File: src/source/proc_pkg.sv
/*
 * Processor core package
 * Word and register-number types, opcode and ALU operation encodings,
 * the layouts of the four pipeline registers, the register-file write
 * and data-memory request bundles, and instruction field helpers
 */
`default_nettype none

package proc_pkg;

    typedef logic [31:0] word_t;
    typedef logic [4:0]  reg_addr_t;

    // Major opcode in bits 31..27
    typedef enum logic [4:0] {
        op_alu  = 5'b00000,
        op_j    = 5'b00001,
        op_bne  = 5'b00010,
        op_jal  = 5'b00011,
        op_jr   = 5'b00100,
        op_addi = 5'b00101,
        op_blt  = 5'b00110,
        op_sw   = 5'b00111,
        op_lw   = 5'b01000
    } opcode_e;

    // R-type function field in bits 6..2
    typedef enum logic [4:0] {
        alu_add = 5'd0,
        alu_sub = 5'd1,
        alu_and = 5'd2,
        alu_or  = 5'd3,
        alu_sll = 5'd4,
        alu_sra = 5'd5
    } alu_op_e;

    localparam reg_addr_t link_reg = 5'd31;
    localparam word_t     nop_word = 32'd0;

    typedef struct packed {
        word_t pc;
        word_t insn;
    } if_id_t;

    typedef struct packed {
        word_t pc;
        word_t a;
        word_t b;
        word_t insn;
    } id_ex_t;

    typedef struct packed {
        word_t o;
        word_t b;
        word_t insn;
    } ex_mem_t;

    typedef struct packed {
        word_t o;
        word_t d;
        word_t insn;
    } mem_wb_t;

    typedef struct packed {
        logic      enable;
        reg_addr_t addr;
        word_t     data;
    } reg_write_t;

    typedef struct packed {
        word_t address;
        word_t data;
        logic  write;
    } dmem_req_t;

    function automatic opcode_e opcode_of(input word_t insn);
        return opcode_e'(insn[31:27]);
    endfunction

    function automatic reg_addr_t rd_of(input word_t insn);
        return insn[26:22];
    endfunction

    function automatic reg_addr_t rs_of(input word_t insn);
        return insn[21:17];
    endfunction

    // Second operand is rd for stores, branches and jr
    function automatic reg_addr_t src_b_of(input word_t insn);
        case (opcode_of(insn))
            op_sw, op_bne, op_blt, op_jr: return insn[26:22];
            default: return insn[16:12];
        endcase
    endfunction

    function automatic reg_addr_t dest_of(input word_t insn);
        return (opcode_of(insn) == op_jal) ? link_reg : insn[26:22];
    endfunction

    // True only when the instruction really changes a register
    function automatic logic writes_reg(input word_t insn);
        logic writer;
        case (opcode_of(insn))
            op_alu, op_addi, op_lw, op_jal: writer = 1'b1;
            default: writer = 1'b0;
        endcase
        return writer && (dest_of(insn) != '0);
    endfunction

    function automatic word_t sext_imm(input word_t insn);
        return {{15{insn[16]}}, insn[16:0]};
    endfunction

    function automatic word_t sext_target(input word_t insn);
        return {{5{insn[26]}}, insn[26:0]};
    endfunction

endpackage

`default_nettype wire

File: src/source/alu.sv
/*
 * Arithmetic and logic unit
 * Add, subtract, bitwise and/or, logical left shift and arithmetic
 * right shift by shamt, plus signed compare flags for the branches
 */
`timescale 1ns/1ps
`default_nettype none

module alu (
    input  proc_pkg::word_t   operand_a,
    input  proc_pkg::word_t   operand_b,
    input  proc_pkg::alu_op_e op,
    input  logic [4:0]        shamt,
    output proc_pkg::word_t   result,
    output logic              not_equal,
    output logic              less_than
);
    import proc_pkg::*;

    always_comb begin
        case (op)
            alu_add: begin
                result = operand_a + operand_b;
            end
            alu_sub: begin
                result = operand_a - operand_b;
            end
            alu_and: begin
                result = operand_a & operand_b;
            end
            alu_or: begin
                result = operand_a | operand_b;
            end
            alu_sll: begin
                result = operand_a << shamt;
            end
            alu_sra: begin
                result = word_t'($signed(operand_a) >>> shamt);
            end
            default: begin
                result = '0;
            end
        endcase
    end

    // Flags compare the operands directly so a subtract overflow cannot flip them
    assign not_equal = (operand_a != operand_b);
    assign less_than = ($signed(operand_a) < $signed(operand_b));

endmodule

`default_nettype wire

File: src/source/decode_stage.sv
/*
 * Decode stage
 * Drives the register-file read addresses, detects a load-use hazard
 * against the load in execute, and fills the decode/execute register,
 * inserting a bubble on stall or branch flush
 */
`timescale 1ns/1ps
`default_nettype none

module decode_stage (
    input  logic                clock,
    input  logic                reset,
    input  proc_pkg::if_id_t    if_id,
    input  logic                redirect_valid,
    input  proc_pkg::word_t     data_read_a,
    input  proc_pkg::word_t     data_read_b,
    output proc_pkg::reg_addr_t read_reg_a,
    output proc_pkg::reg_addr_t read_reg_b,
    output logic                stall,
    output proc_pkg::id_ex_t    id_ex
);
    import proc_pkg::*;

    opcode_e   opcode;
    reg_addr_t load_rd;
    logic      load_in_ex;
    logic      needs_a;
    logic      needs_b;

    assign opcode     = opcode_of(if_id.insn);
    assign read_reg_a = rs_of(if_id.insn);
    assign read_reg_b = src_b_of(if_id.insn);

    // Operands that must be valid when this instruction enters execute
    always_comb begin
        needs_a = 1'b0;
        needs_b = 1'b0;
        case (opcode)
            op_alu, op_bne, op_blt: begin
                needs_a = 1'b1;
                needs_b = 1'b1;
            end
            // sw store data is picked up later by the memory-stage bypass
            op_addi, op_lw, op_sw: needs_a = 1'b1;
            op_jr: needs_b = 1'b1;
            default: begin
                needs_a = 1'b0;
                needs_b = 1'b0;
            end
        endcase
    end

    assign load_rd    = rd_of(id_ex.insn);
    assign load_in_ex = (opcode_of(id_ex.insn) == op_lw) && (load_rd != '0);

    assign stall = load_in_ex &&
                   ((needs_a && (read_reg_a == load_rd)) ||
                    (needs_b && (read_reg_b == load_rd)));

    always_ff @(posedge clock) begin
        id_ex.pc <= if_id.pc;
        id_ex.a  <= data_read_a;
        id_ex.b  <= data_read_b;
        if (reset) begin
            id_ex.insn <= nop_word;
        end else if (stall || redirect_valid) begin
            // Bubble for the load-use wait or the flushed slot
            id_ex.insn <= nop_word;
        end else begin
            id_ex.insn <= if_id.insn;
        end
    end

    // The bubble clears the hazard, so one wait cycle is always enough
    assert property (@(posedge clock) disable iff (reset)
        stall |=> !stall);

endmodule

`default_nettype wire

File: src/source/execute_stage.sv
/*
 * Execute stage
 * Bypasses both operands from the memory and writeback stages, selects
 * the immediate, runs the ALU, resolves branches and jumps into a
 * redirect, and loads the execute/memory register
 */
`timescale 1ns/1ps
`default_nettype none

module execute_stage (
    input  logic                 clock,
    input  logic                 reset,
    input  proc_pkg::id_ex_t     id_ex,
    input  proc_pkg::reg_write_t reg_write,
    output logic                 redirect_valid,
    output proc_pkg::word_t      redirect_pc,
    output proc_pkg::ex_mem_t    ex_mem
);
    import proc_pkg::*;

    opcode_e opcode;
    alu_op_e alu_op;
    word_t   operand_a;
    word_t   operand_b;
    word_t   immediate;
    word_t   alu_b;
    word_t   alu_result;
    word_t   result;
    logic    uses_imm;
    logic    not_equal;
    logic    less_than;

    // Youngest producer first, then writeback, then the register file value
    function automatic word_t bypass(
        input reg_addr_t  src,
        input word_t      reg_value,
        input ex_mem_t    mem_stage,
        input reg_write_t wb_stage
    );
        if (writes_reg(mem_stage.insn) && (dest_of(mem_stage.insn) == src)) begin
            return mem_stage.o;
        end
        if (wb_stage.enable && (wb_stage.addr == src) && (src != '0)) begin
            return wb_stage.data;
        end
        return reg_value;
    endfunction

    assign opcode    = opcode_of(id_ex.insn);
    assign immediate = sext_imm(id_ex.insn);
    assign operand_a = bypass(rs_of(id_ex.insn), id_ex.a, ex_mem, reg_write);
    assign operand_b = bypass(src_b_of(id_ex.insn), id_ex.b, ex_mem, reg_write);

    assign uses_imm = (opcode == op_addi) || (opcode == op_lw) || (opcode == op_sw);
    assign alu_b    = uses_imm ? immediate : operand_b;

    always_comb begin
        case (opcode)
            op_addi, op_lw, op_sw: alu_op = alu_add;
            op_bne, op_blt: alu_op = alu_sub;
            default: alu_op = alu_op_e'(id_ex.insn[6:2]);
        endcase
    end

    alu u_alu (
        .operand_a (operand_a),
        .operand_b (alu_b),
        .op        (alu_op),
        .shamt     (id_ex.insn[11:7]),
        .result    (alu_result),
        .not_equal (not_equal),
        .less_than (less_than)
    );

    // ALU sees rs on a and rd on b, so blt is taken when rs > rd
    always_comb begin
        redirect_valid = 1'b0;
        redirect_pc    = id_ex.pc + immediate;
        case (opcode)
            op_bne: redirect_valid = not_equal;
            op_blt: redirect_valid = not_equal && !less_than;
            op_j, op_jal: begin
                redirect_valid = 1'b1;
                redirect_pc    = sext_target(id_ex.insn);
            end
            op_jr: begin
                redirect_valid = 1'b1;
                redirect_pc    = operand_b;
            end
            default: redirect_valid = 1'b0;
        endcase
    end

    // jal carries its return address down the pipe as the result
    assign result = (opcode == op_jal) ? id_ex.pc : alu_result;

    always_ff @(posedge clock) begin
        ex_mem.o <= result;
        ex_mem.b <= operand_b;
        if (reset) begin
            ex_mem.insn <= nop_word;
        end else begin
            ex_mem.insn <= id_ex.insn;
        end
    end

endmodule

`default_nettype wire

File: src/source/fetch_stage.sv
/*
 * Fetch stage
 * Holds the program counter, picks the next PC from redirect, stall or
 * increment, and loads the fetch/decode register, which is flushed on
 * a redirect and held on a stall
 */
`timescale 1ns/1ps
`default_nettype none

module fetch_stage (
    input  logic             clock,
    input  logic             reset,
    input  logic             stall,
    input  logic             redirect_valid,
    input  proc_pkg::word_t  redirect_pc,
    input  proc_pkg::word_t  q_imem,
    output proc_pkg::word_t  address_imem,
    output proc_pkg::if_id_t if_id
);
    import proc_pkg::*;

    word_t pc;
    word_t pc_plus_one;

    assign pc_plus_one  = pc + 32'd1;
    assign address_imem = pc;

    // Redirect wins over stall
    always_ff @(posedge clock) begin
        if (reset) begin
            pc <= '0;
        end else if (redirect_valid) begin
            pc <= redirect_pc;
        end else if (!stall) begin
            pc <= pc_plus_one;
        end
    end

    always_ff @(posedge clock) begin
        if (!stall) begin
            if_id.pc <= pc_plus_one;
        end
        if (reset || redirect_valid) begin
            // Word fetched behind a taken branch never issues
            if_id.insn <= nop_word;
        end else if (!stall) begin
            if_id.insn <= q_imem;
        end
    end

    // Decode stall must freeze the PC unless execute redirects
    assert property (@(posedge clock) disable iff (reset)
        stall && !redirect_valid |=> $stable(pc));

endmodule

`default_nettype wire

File: src/source/memory_writeback.sv
/*
 * Memory and writeback stages
 * Issues the data-memory request with the store-data bypass from
 * writeback, loads the memory/writeback register and derives the
 * register-file write enable, destination and data
 */
`timescale 1ns/1ps
`default_nettype none

module memory_writeback (
    input  logic                 clock,
    input  logic                 reset,
    input  proc_pkg::ex_mem_t    ex_mem,
    input  proc_pkg::word_t      q_dmem,
    output proc_pkg::dmem_req_t  dmem_req,
    output proc_pkg::reg_write_t reg_write
);
    import proc_pkg::*;

    mem_wb_t mem_wb;
    logic    store_bypass;

    // A load right ahead of the store has its data only now
    assign store_bypass = reg_write.enable && (reg_write.addr == rd_of(ex_mem.insn));

    assign dmem_req.address = ex_mem.o;
    assign dmem_req.data    = store_bypass ? reg_write.data : ex_mem.b;
    assign dmem_req.write   = (opcode_of(ex_mem.insn) == op_sw);

    always_ff @(posedge clock) begin
        mem_wb.o <= ex_mem.o;
        mem_wb.d <= q_dmem;
        if (reset) begin
            mem_wb.insn <= nop_word;
        end else begin
            mem_wb.insn <= ex_mem.insn;
        end
    end

    assign reg_write.enable = writes_reg(mem_wb.insn);
    assign reg_write.addr   = dest_of(mem_wb.insn);
    assign reg_write.data   = (opcode_of(mem_wb.insn) == op_lw) ? mem_wb.d : mem_wb.o;

    // r0 stays zero, and the bypass paths count on it
    assert property (@(posedge clock) disable iff (reset)
        reg_write.enable |-> (reg_write.addr != '0));

endmodule

`default_nettype wire

File: src/source/processor.sv
/*
 * Five-stage pipelined processor core
 * Connects fetch, decode, execute and memory/writeback to the external
 * instruction memory, data memory and register-file ports
 */
`timescale 1ns/1ps
`default_nettype none

module processor (
    input  logic                 clock,
    input  logic                 reset,
    output proc_pkg::word_t      address_imem,
    input  proc_pkg::word_t      q_imem,
    output proc_pkg::dmem_req_t  dmem_req,
    input  proc_pkg::word_t      q_dmem,
    output proc_pkg::reg_addr_t  read_reg_a,
    output proc_pkg::reg_addr_t  read_reg_b,
    input  proc_pkg::word_t      data_read_a,
    input  proc_pkg::word_t      data_read_b,
    output proc_pkg::reg_write_t reg_write
);
    import proc_pkg::*;

    if_id_t  if_id;
    id_ex_t  id_ex;
    ex_mem_t ex_mem;
    word_t   redirect_pc;
    logic    redirect_valid;
    logic    stall;

    fetch_stage u_fetch (
        .clock          (clock),
        .reset          (reset),
        .stall          (stall),
        .redirect_valid (redirect_valid),
        .redirect_pc    (redirect_pc),
        .q_imem         (q_imem),
        .address_imem   (address_imem),
        .if_id          (if_id)
    );

    decode_stage u_decode (
        .clock          (clock),
        .reset          (reset),
        .if_id          (if_id),
        .redirect_valid (redirect_valid),
        .data_read_a    (data_read_a),
        .data_read_b    (data_read_b),
        .read_reg_a     (read_reg_a),
        .read_reg_b     (read_reg_b),
        .stall          (stall),
        .id_ex          (id_ex)
    );

    execute_stage u_execute (
        .clock          (clock),
        .reset          (reset),
        .id_ex          (id_ex),
        .reg_write      (reg_write),
        .redirect_valid (redirect_valid),
        .redirect_pc    (redirect_pc),
        .ex_mem         (ex_mem)
    );

    memory_writeback u_memory_writeback (
        .clock     (clock),
        .reset     (reset),
        .ex_mem    (ex_mem),
        .q_dmem    (q_dmem),
        .dmem_req  (dmem_req),
        .reg_write (reg_write)
    );

endmodule

`default_nettype wire

File: config.mk
export PLATFORM = sky130hd
export DESIGN_NAME = processor
export DESIGN_NICKNAME = d
export VERILOG_FILES = /design/src/source/proc_pkg.sv /design/src/source/alu.sv /design/src/source/decode_stage.sv /design/src/source/execute_stage.sv /design/src/source/fetch_stage.sv /design/src/source/memory_writeback.sv /design/src/source/processor.sv
export SDC_FILE = /design/constraint.sdc
export NUM_CORES = 1
export LEC_CHECK = 0
export ABC_AREA = 1
export BUFFER_PORTS_ARGS = -buffer_cell sky130_fd_sc_hd__buf_2
export CELL_PAD_IN_SITES_DETAIL_PLACEMENT = 1
export CELL_PAD_IN_SITES_GLOBAL_PLACEMENT = 1
export CORE_MARGIN = 3
export CORE_UTILIZATION = 30
export DETAILED_ROUTE_END_ITERATION = 10
export PLACE_DENSITY_LB_ADDON = 0.1
export SKIP_LAST_GASP = 1
export SLEW_MARGIN = 40
export SYNTH_ARGS = -nofsm -noshare
export SYNTH_HDL_FRONTEND = slang
export SYNTH_SLANG_ARGS = --single-unit
File: constraint.sdc
create_clock -name clock -period 9.99 [get_ports clock]
set_input_delay 0 -clock clock [delete_from_list [all_inputs] [get_ports clock]]
set_output_delay 0 -clock clock [all_outputs]
set_load 0.005 [all_outputs]
==> reports/qor.csv, run 1 <==
metric,value,unit
status,completed,
Final Cycle Share,76.0,%
worst setup path class,reg -> reg,
Initial DRC Count,1810,
CTS tree,built,
row cnt,105,
maximum fanout along the worst path,51,
Max Fclk,0.132,GHz
DR WL met3,7160,um
GRT overflow,0,
number of enable flip-flop cells after synthesis,32,
Min-Delay Path Depth,2,
vias in the first global route,27800,
yosys warns,0,
Core Area,82800,um^2
chip width,296,um
sequential share of the synthesized area,30.7,%
Least-Margin Pin Slew,1010,ps
PD cells,231,nW/um^2
Synth Register Bits,372,
Routed Wire Length,134000,um
Sum Neg Setup Slack,0,ps
post-synth top area share,26.9,%
Longest Clk Path Bufs,3,
routability cong.,0.958,
DP HPWL,108000,um
vias,27300,
WP data arrival,8030,ps
Final Hold Viols,0,
total track usage,30.2,%
share of cells above drive strength 1,15.0,%
Hold Crit Class,in -> reg,
number of max-cap violations,0,
critical path's slowest cell,o211ai_1,
Num CTS Buffers,44,
initial antenna violation count,8,
Slew Limit Fails,0,
fraction of registers with async set/reset,0,%
Cell variety after synth,60,
Via-to-Cell Ratio,5.20,
first-pass GRT wire length,193000,um
Most used DFF post-synth,dfxtp_1,
IO Count,275,
Layout Cells excl Fill,5244,
DIE AREA,87800,um^2
"top cells by area, synth","dfxtp_1, nand2_1, nand3_1",
largest net degree at the start of global routing,66,
CTS Sinks,372,
uppermost layer routed,met5,
Total Nets Final,4397,
Leak,0.0148,uW
R2R cell count,34,
H-tree depth,2,
routed length on met2,62500,um
Final setup viols,0,
Syn-to-layout area delta,19.7,%
Synth Cell Area,25300,um^2
maximum vdd drop,0.000146,V
Final Skew,21.0,ps
Worst setup EP type,register,
most frequent cells in the layout,"nand2_1, nand3_1, inv_1, dfxtp_1, buf_2",
Antenna Nets Post-Route,0,
root buffer cell,clkbuf_16,
Rel. slew slack,31.7,%
"Avg Cell Area, Syn",6.58,um^2
"slowest stage delay, CP",530,ps
synthesized net count,4106,
CTS clock-pin slew for the worst setup and hold paths,60,ps
Setup crit start kind,register,
cell mode on critical path,nand2_1,
drt wl/cell,25.6,um
Mapped Cells,3842,
initial cell density of the core,30.6,%
post-route DRC violation count,0,
Pre-Repair DR Iteration Count,5,
Period minus WS final,7590,ps
"most common cell after layout, fill and taps aside",nand2_1,
clock latency on the worst-skew pair,600,ps
Die Y,296,um
Inst Count DP,5027,
CP Data Required Time,10430,ps
M1 WL,57800,um
unrepaired setup endpoints after global routing,no,
cell type with the largest total area after synthesis,dfxtp_1,
Buffers on Ports,274,
## path summary, 6_finish.rpt
| kind | start | end | slack (ps) |
|---|---|---|---|
| setup reg to reg | u_decode.id_ex[29] | u_fetch.address_imem[27] | 2400 |
| hold / removal | data_read_a[31] | u_decode.id_ex[95] | 50 |
| setup / recovery | u_decode.id_ex[29] | u_fetch.address_imem[27] | 2400 |
| hold reg to reg | u_fetch.if_id[42] | u_decode.id_ex[106] | 330 |
## per-layer routing
metal / track usage, % / up-vias
li1: - / 13100
met4: 14.0 / 4
met3: 5.14 / 201
met1: 37.9 / 13300
met5: 0 / -
met2: 50.5 / 728
## synth_stat cells, types with 42 or more instances
master    instances
nor2_1          228
a21oi_1         222
clkbuf_1         77
ha_1            131
xor2_1           49
buf_2            51
inv_1           451
dfxtp_1         340
nand3_1         490
or2_2            48
o21ai_0         178
buf_4            42
nand2_1         991
inv_2            47
## metrics by stage
| stage | worst slack (ps) | hold slack, ps | total power, uW | instance area [um^2] | util (%) |
|---|---|---|---|---|---|
| 2_1_floorplan | 5340 | 27.7 | 3670 | 25300 | - |
| 3_3_place_gp | 2090 | 103 | 5110 | 27300 | 33.0 |
| 3_5_place_dp | 2200 | 104 | 5130 | 27400 | 33.1 |
| 4_1_cts | 2190 | 13.0 | 6960 | 30200 | 36.5 |
| 5_1_grt | 1530 | 38.2 | 7350 | 30200 | 36.5 |
| 6_report | 2400 | 52.9 | 6980 | 30300 | 36.6 |
## cell type report
cell class / count / area [um^2]
fill: 10700 / 52500
inverter: 504 / 1890
tap: 1070 / 1340
clock buffer: 64 / 1300
clock inverter: 17 / 267
sequential: 372 / 7770
timing repair buffer: 449 / 3020
multi-input combinational: 2762 / 14700
antenna: 6 / 15.0
## where the power goes
| group | total (uW) | internal (uW) | switching, uW |
|---|---|---|---|
| clock | 1770 | 1060 | 707 |
| sequential | 2060 | 1740 | 315 |
| combinational | 3150 | 940 | 2210 |
## logic make-up after synthesis
group | Yosys count | share of synthesized area, %
AND/OR/NAND/NOR | 1925 | 33.6
buffers and inverters | 708 | 11.6
AO/OA/AOI/OAI | 644 | 15.3
flip-flops | 372 | 30.7
adder cells (fa/ha/maj) | 134 | 6.72
XOR/XNOR | 58 | 2.01
multiplexers | 1 | 0.0396
## sequential cells by signal (all words and copies together) (netlist names)
name and cells:
u_fetch.if_id 64, u_decode.id_ex 128, u_fetch.address_imem 32, u_memory_writeback.mem_wb 74, u_execute.ex_mem 74
## timing repair
item | CTS | global route
hold buffers | 129 | 0
setup endpoints to repair | 0 | 0
buffers inserted | 0 | 0
gates resized for setup | 0 | 0
endpoints found under the hold margin | 130 | 0
## critical path: cells and delay by family, from the launching register on
family,cells,cell delay (ps)
DFF,1,340
adders and majority gates,1,440
xor gates and xnor gates,1,420
and+or+nand+nor,20,3970
buffers and inverters,4,530
AOI/OAI and AO/OA,8,1690
Note: power is estimated with default switching activity, not from simulation.
==> inputs of run 2 (changes only) <==
==> constraint.sdc (replaced) <==
create_clock -name clock -period 6.7 [get_ports clock]
set_input_delay 0 -clock clock [delete_from_list [all_inputs] [get_ports clock]]
set_output_delay 0 -clock clock [all_outputs]
set_load 0.005 [all_outputs]
==> run 2 against run 1 <==
  * Via count up 0.78%
  * Sequential power up 48%
  * Non-clock buffer count up 33
  * Register-to-register slack worse by 1900 ps
==> reports/qor.csv, run 2 (synthesized netlist as in run 1, its figures left out) <==
metric,value,unit
PD cells,339,nW/um^2
largest net degree at the start of global routing,70,
cell mode on critical path,nand3_1,
vias in the first global route,28100,
Buffers on Ports,274,
status,completed,
DIE AREA,87800,um^2
Longest Clk Path Bufs,3,
most frequent cells in the layout,"nand2_1, nand3_1, inv_1, dfxtp_1, buf_2",
number of max-cap violations,0,
Hold Crit Class,in -> reg,
hold_ws,28.9,ps
share of cells above drive strength 1,15.7,%
GRT overflow,0,
"most common cell after layout, fill and taps aside",nand2_1,
Die Y,296,um
Placement Setup Slack,229,ps
unrepaired setup endpoints after global routing,no,
H-tree depth,2,
Least-Margin Pin Slew,1020,ps
drt wl/cell,25.7,um
Antenna Nets Post-Route,0,
Setup crit start kind,register,
DP HPWL,109000,um
initial cell density of the core,30.6,%
CTS tree,built,
root buffer cell,clkbuf_16,
Final Skew,50.5,ps
"slowest stage delay, CP",500,ps
clock latency on the worst-skew pair,610,ps
row cnt,105,
WP data arrival,6670,ps
Rel. slew slack,32.3,%
IO Count,275,
Top reg by flops,u_decode.id_ex,
first-pass GRT wire length,194000,um
routability cong.,0.989,
initial antenna violation count,5,
Routed Wire Length,135000,um
maximum vdd drop,0.000168,V
Num CTS Buffers,43,
critical path's slowest cell,ha_1,
Total Nets Final,4429,
"Worst Setup Slack, final",531,ps
CTS clock-pin slew for the worst setup and hold paths,70,ps
maximum fanout along the worst path,27,
CTS Sinks,372,
Pre-Repair DR Iteration Count,5,
Final Hold Viols,0,
CP Data Required Time,7200,ps
Final Cycle Share,92.1,%
Final setup viols,0,
post-route DRC violation count,0,
max FFs per register,128,
Core Area,82800,um^2
Leak,0.0150,uW
Worst setup EP type,register,
worst path bufs/invs,6,
post-CTS setup buffer count,0,
Via-to-Cell Ratio,5.21,
Largest regs,"u_decode.id_ex (128), u_execute.ex_mem (74), u_memory_writeback.mem_wb (74)",
Period minus WS final,6170,ps
Initial DRC Count,2114,
worst setup path class,reg -> reg,
Top delay family on crit path,simple AND/OR/NAND/NOR gates,
Max Fclk,0.162,GHz
chip width,296,um
vias,27500,
Sum Neg Setup Slack,0,ps
total track usage,30.3,%
Slew Limit Fails,0,
Syn-to-layout area delta,20.6,%
==> run 2: cell types whose count changed in the layout (fill, tap and decap cells not counted), moves of 3 or more <==
cell	change
a311oi_1	+3
a311oi_2	-3
buf_4	+30
clkbuf_1	-7
diode_2	-4
inv_6	+5
==> run 2: timing repair <==
item                                    4_1_cts  5_1_grt
endpoints found under the hold margin       144        0
resized for setup                             0        5
hold buffers                                131        0
endpoints found under the setup margin        0      105
==> run 2: power by group <==
group	total (uW)	internal (uW)	leakage [uW]	switching, uW
combinational	4710	1460	0.0110	3250
sequential	3050	2600	0.00322	446
clock	2570	1460	0.000743	1110
==> run 2: layer usage <==
| layer | global-route usage, % | vias up | part of all wire [%] |
|---|---|---|---|
| li1 | - | 13100 | - |
| met1 | 38.8 | 13400 | 43 |
| met2 | 50.7 | 752 | 46 |
| met3 | 4.07 | 201 | 5.2 |
| met4 | 13.8 | 0 | 5.2 |
| met5 | 0 | - | 0 |
==> run 2: worst paths after layout <==
check | startpoint | endpoint | depth (start not counted) | slack (ps)
setup / recovery | u_decode.id_ex[31] | u_execute.ex_mem[82] | 30 | 530
hold / removal | data_read_b[31] | u_decode.id_ex[63] | 2 | 30
setup reg to reg | u_decode.id_ex[31] | u_execute.ex_mem[82] | 30 | 530
hold reg to reg | u_fetch.if_id[55] | u_decode.id_ex[119] | 0 | 340
==> run 2: final cells by class <==
| type | count | area, um^2 |
|---|---|---|
| Antenna cell | 2 | 5.00 |
| Inverter | 504 | 1890 |
| Timing Repair Buffer | 482 | 3290 |
| Clock inverter | 26 | 317 |
| Multi-Input combinational cell | 2762 | 14700 |
| Tap cell | 1070 | 1340 |
| Clock buffer | 54 | 1210 |
| Fill cell | 10600 | 52300 |
| Sequential cell | 372 | 7770 |
==> run 2: stage by stage <==
stage	utilization [%]	area, um^2	cells	total power, uW
2_1_floorplan	-	25300	3842	5480
3_3_place_gp	33.4	27600	5059	7620
3_5_place_dp	33.4	27600	5059	7630
4_1_cts	36.8	30400	5270	10300
5_1_grt	36.8	30500	5270	10900
6_report	36.8	30500	5272	10300
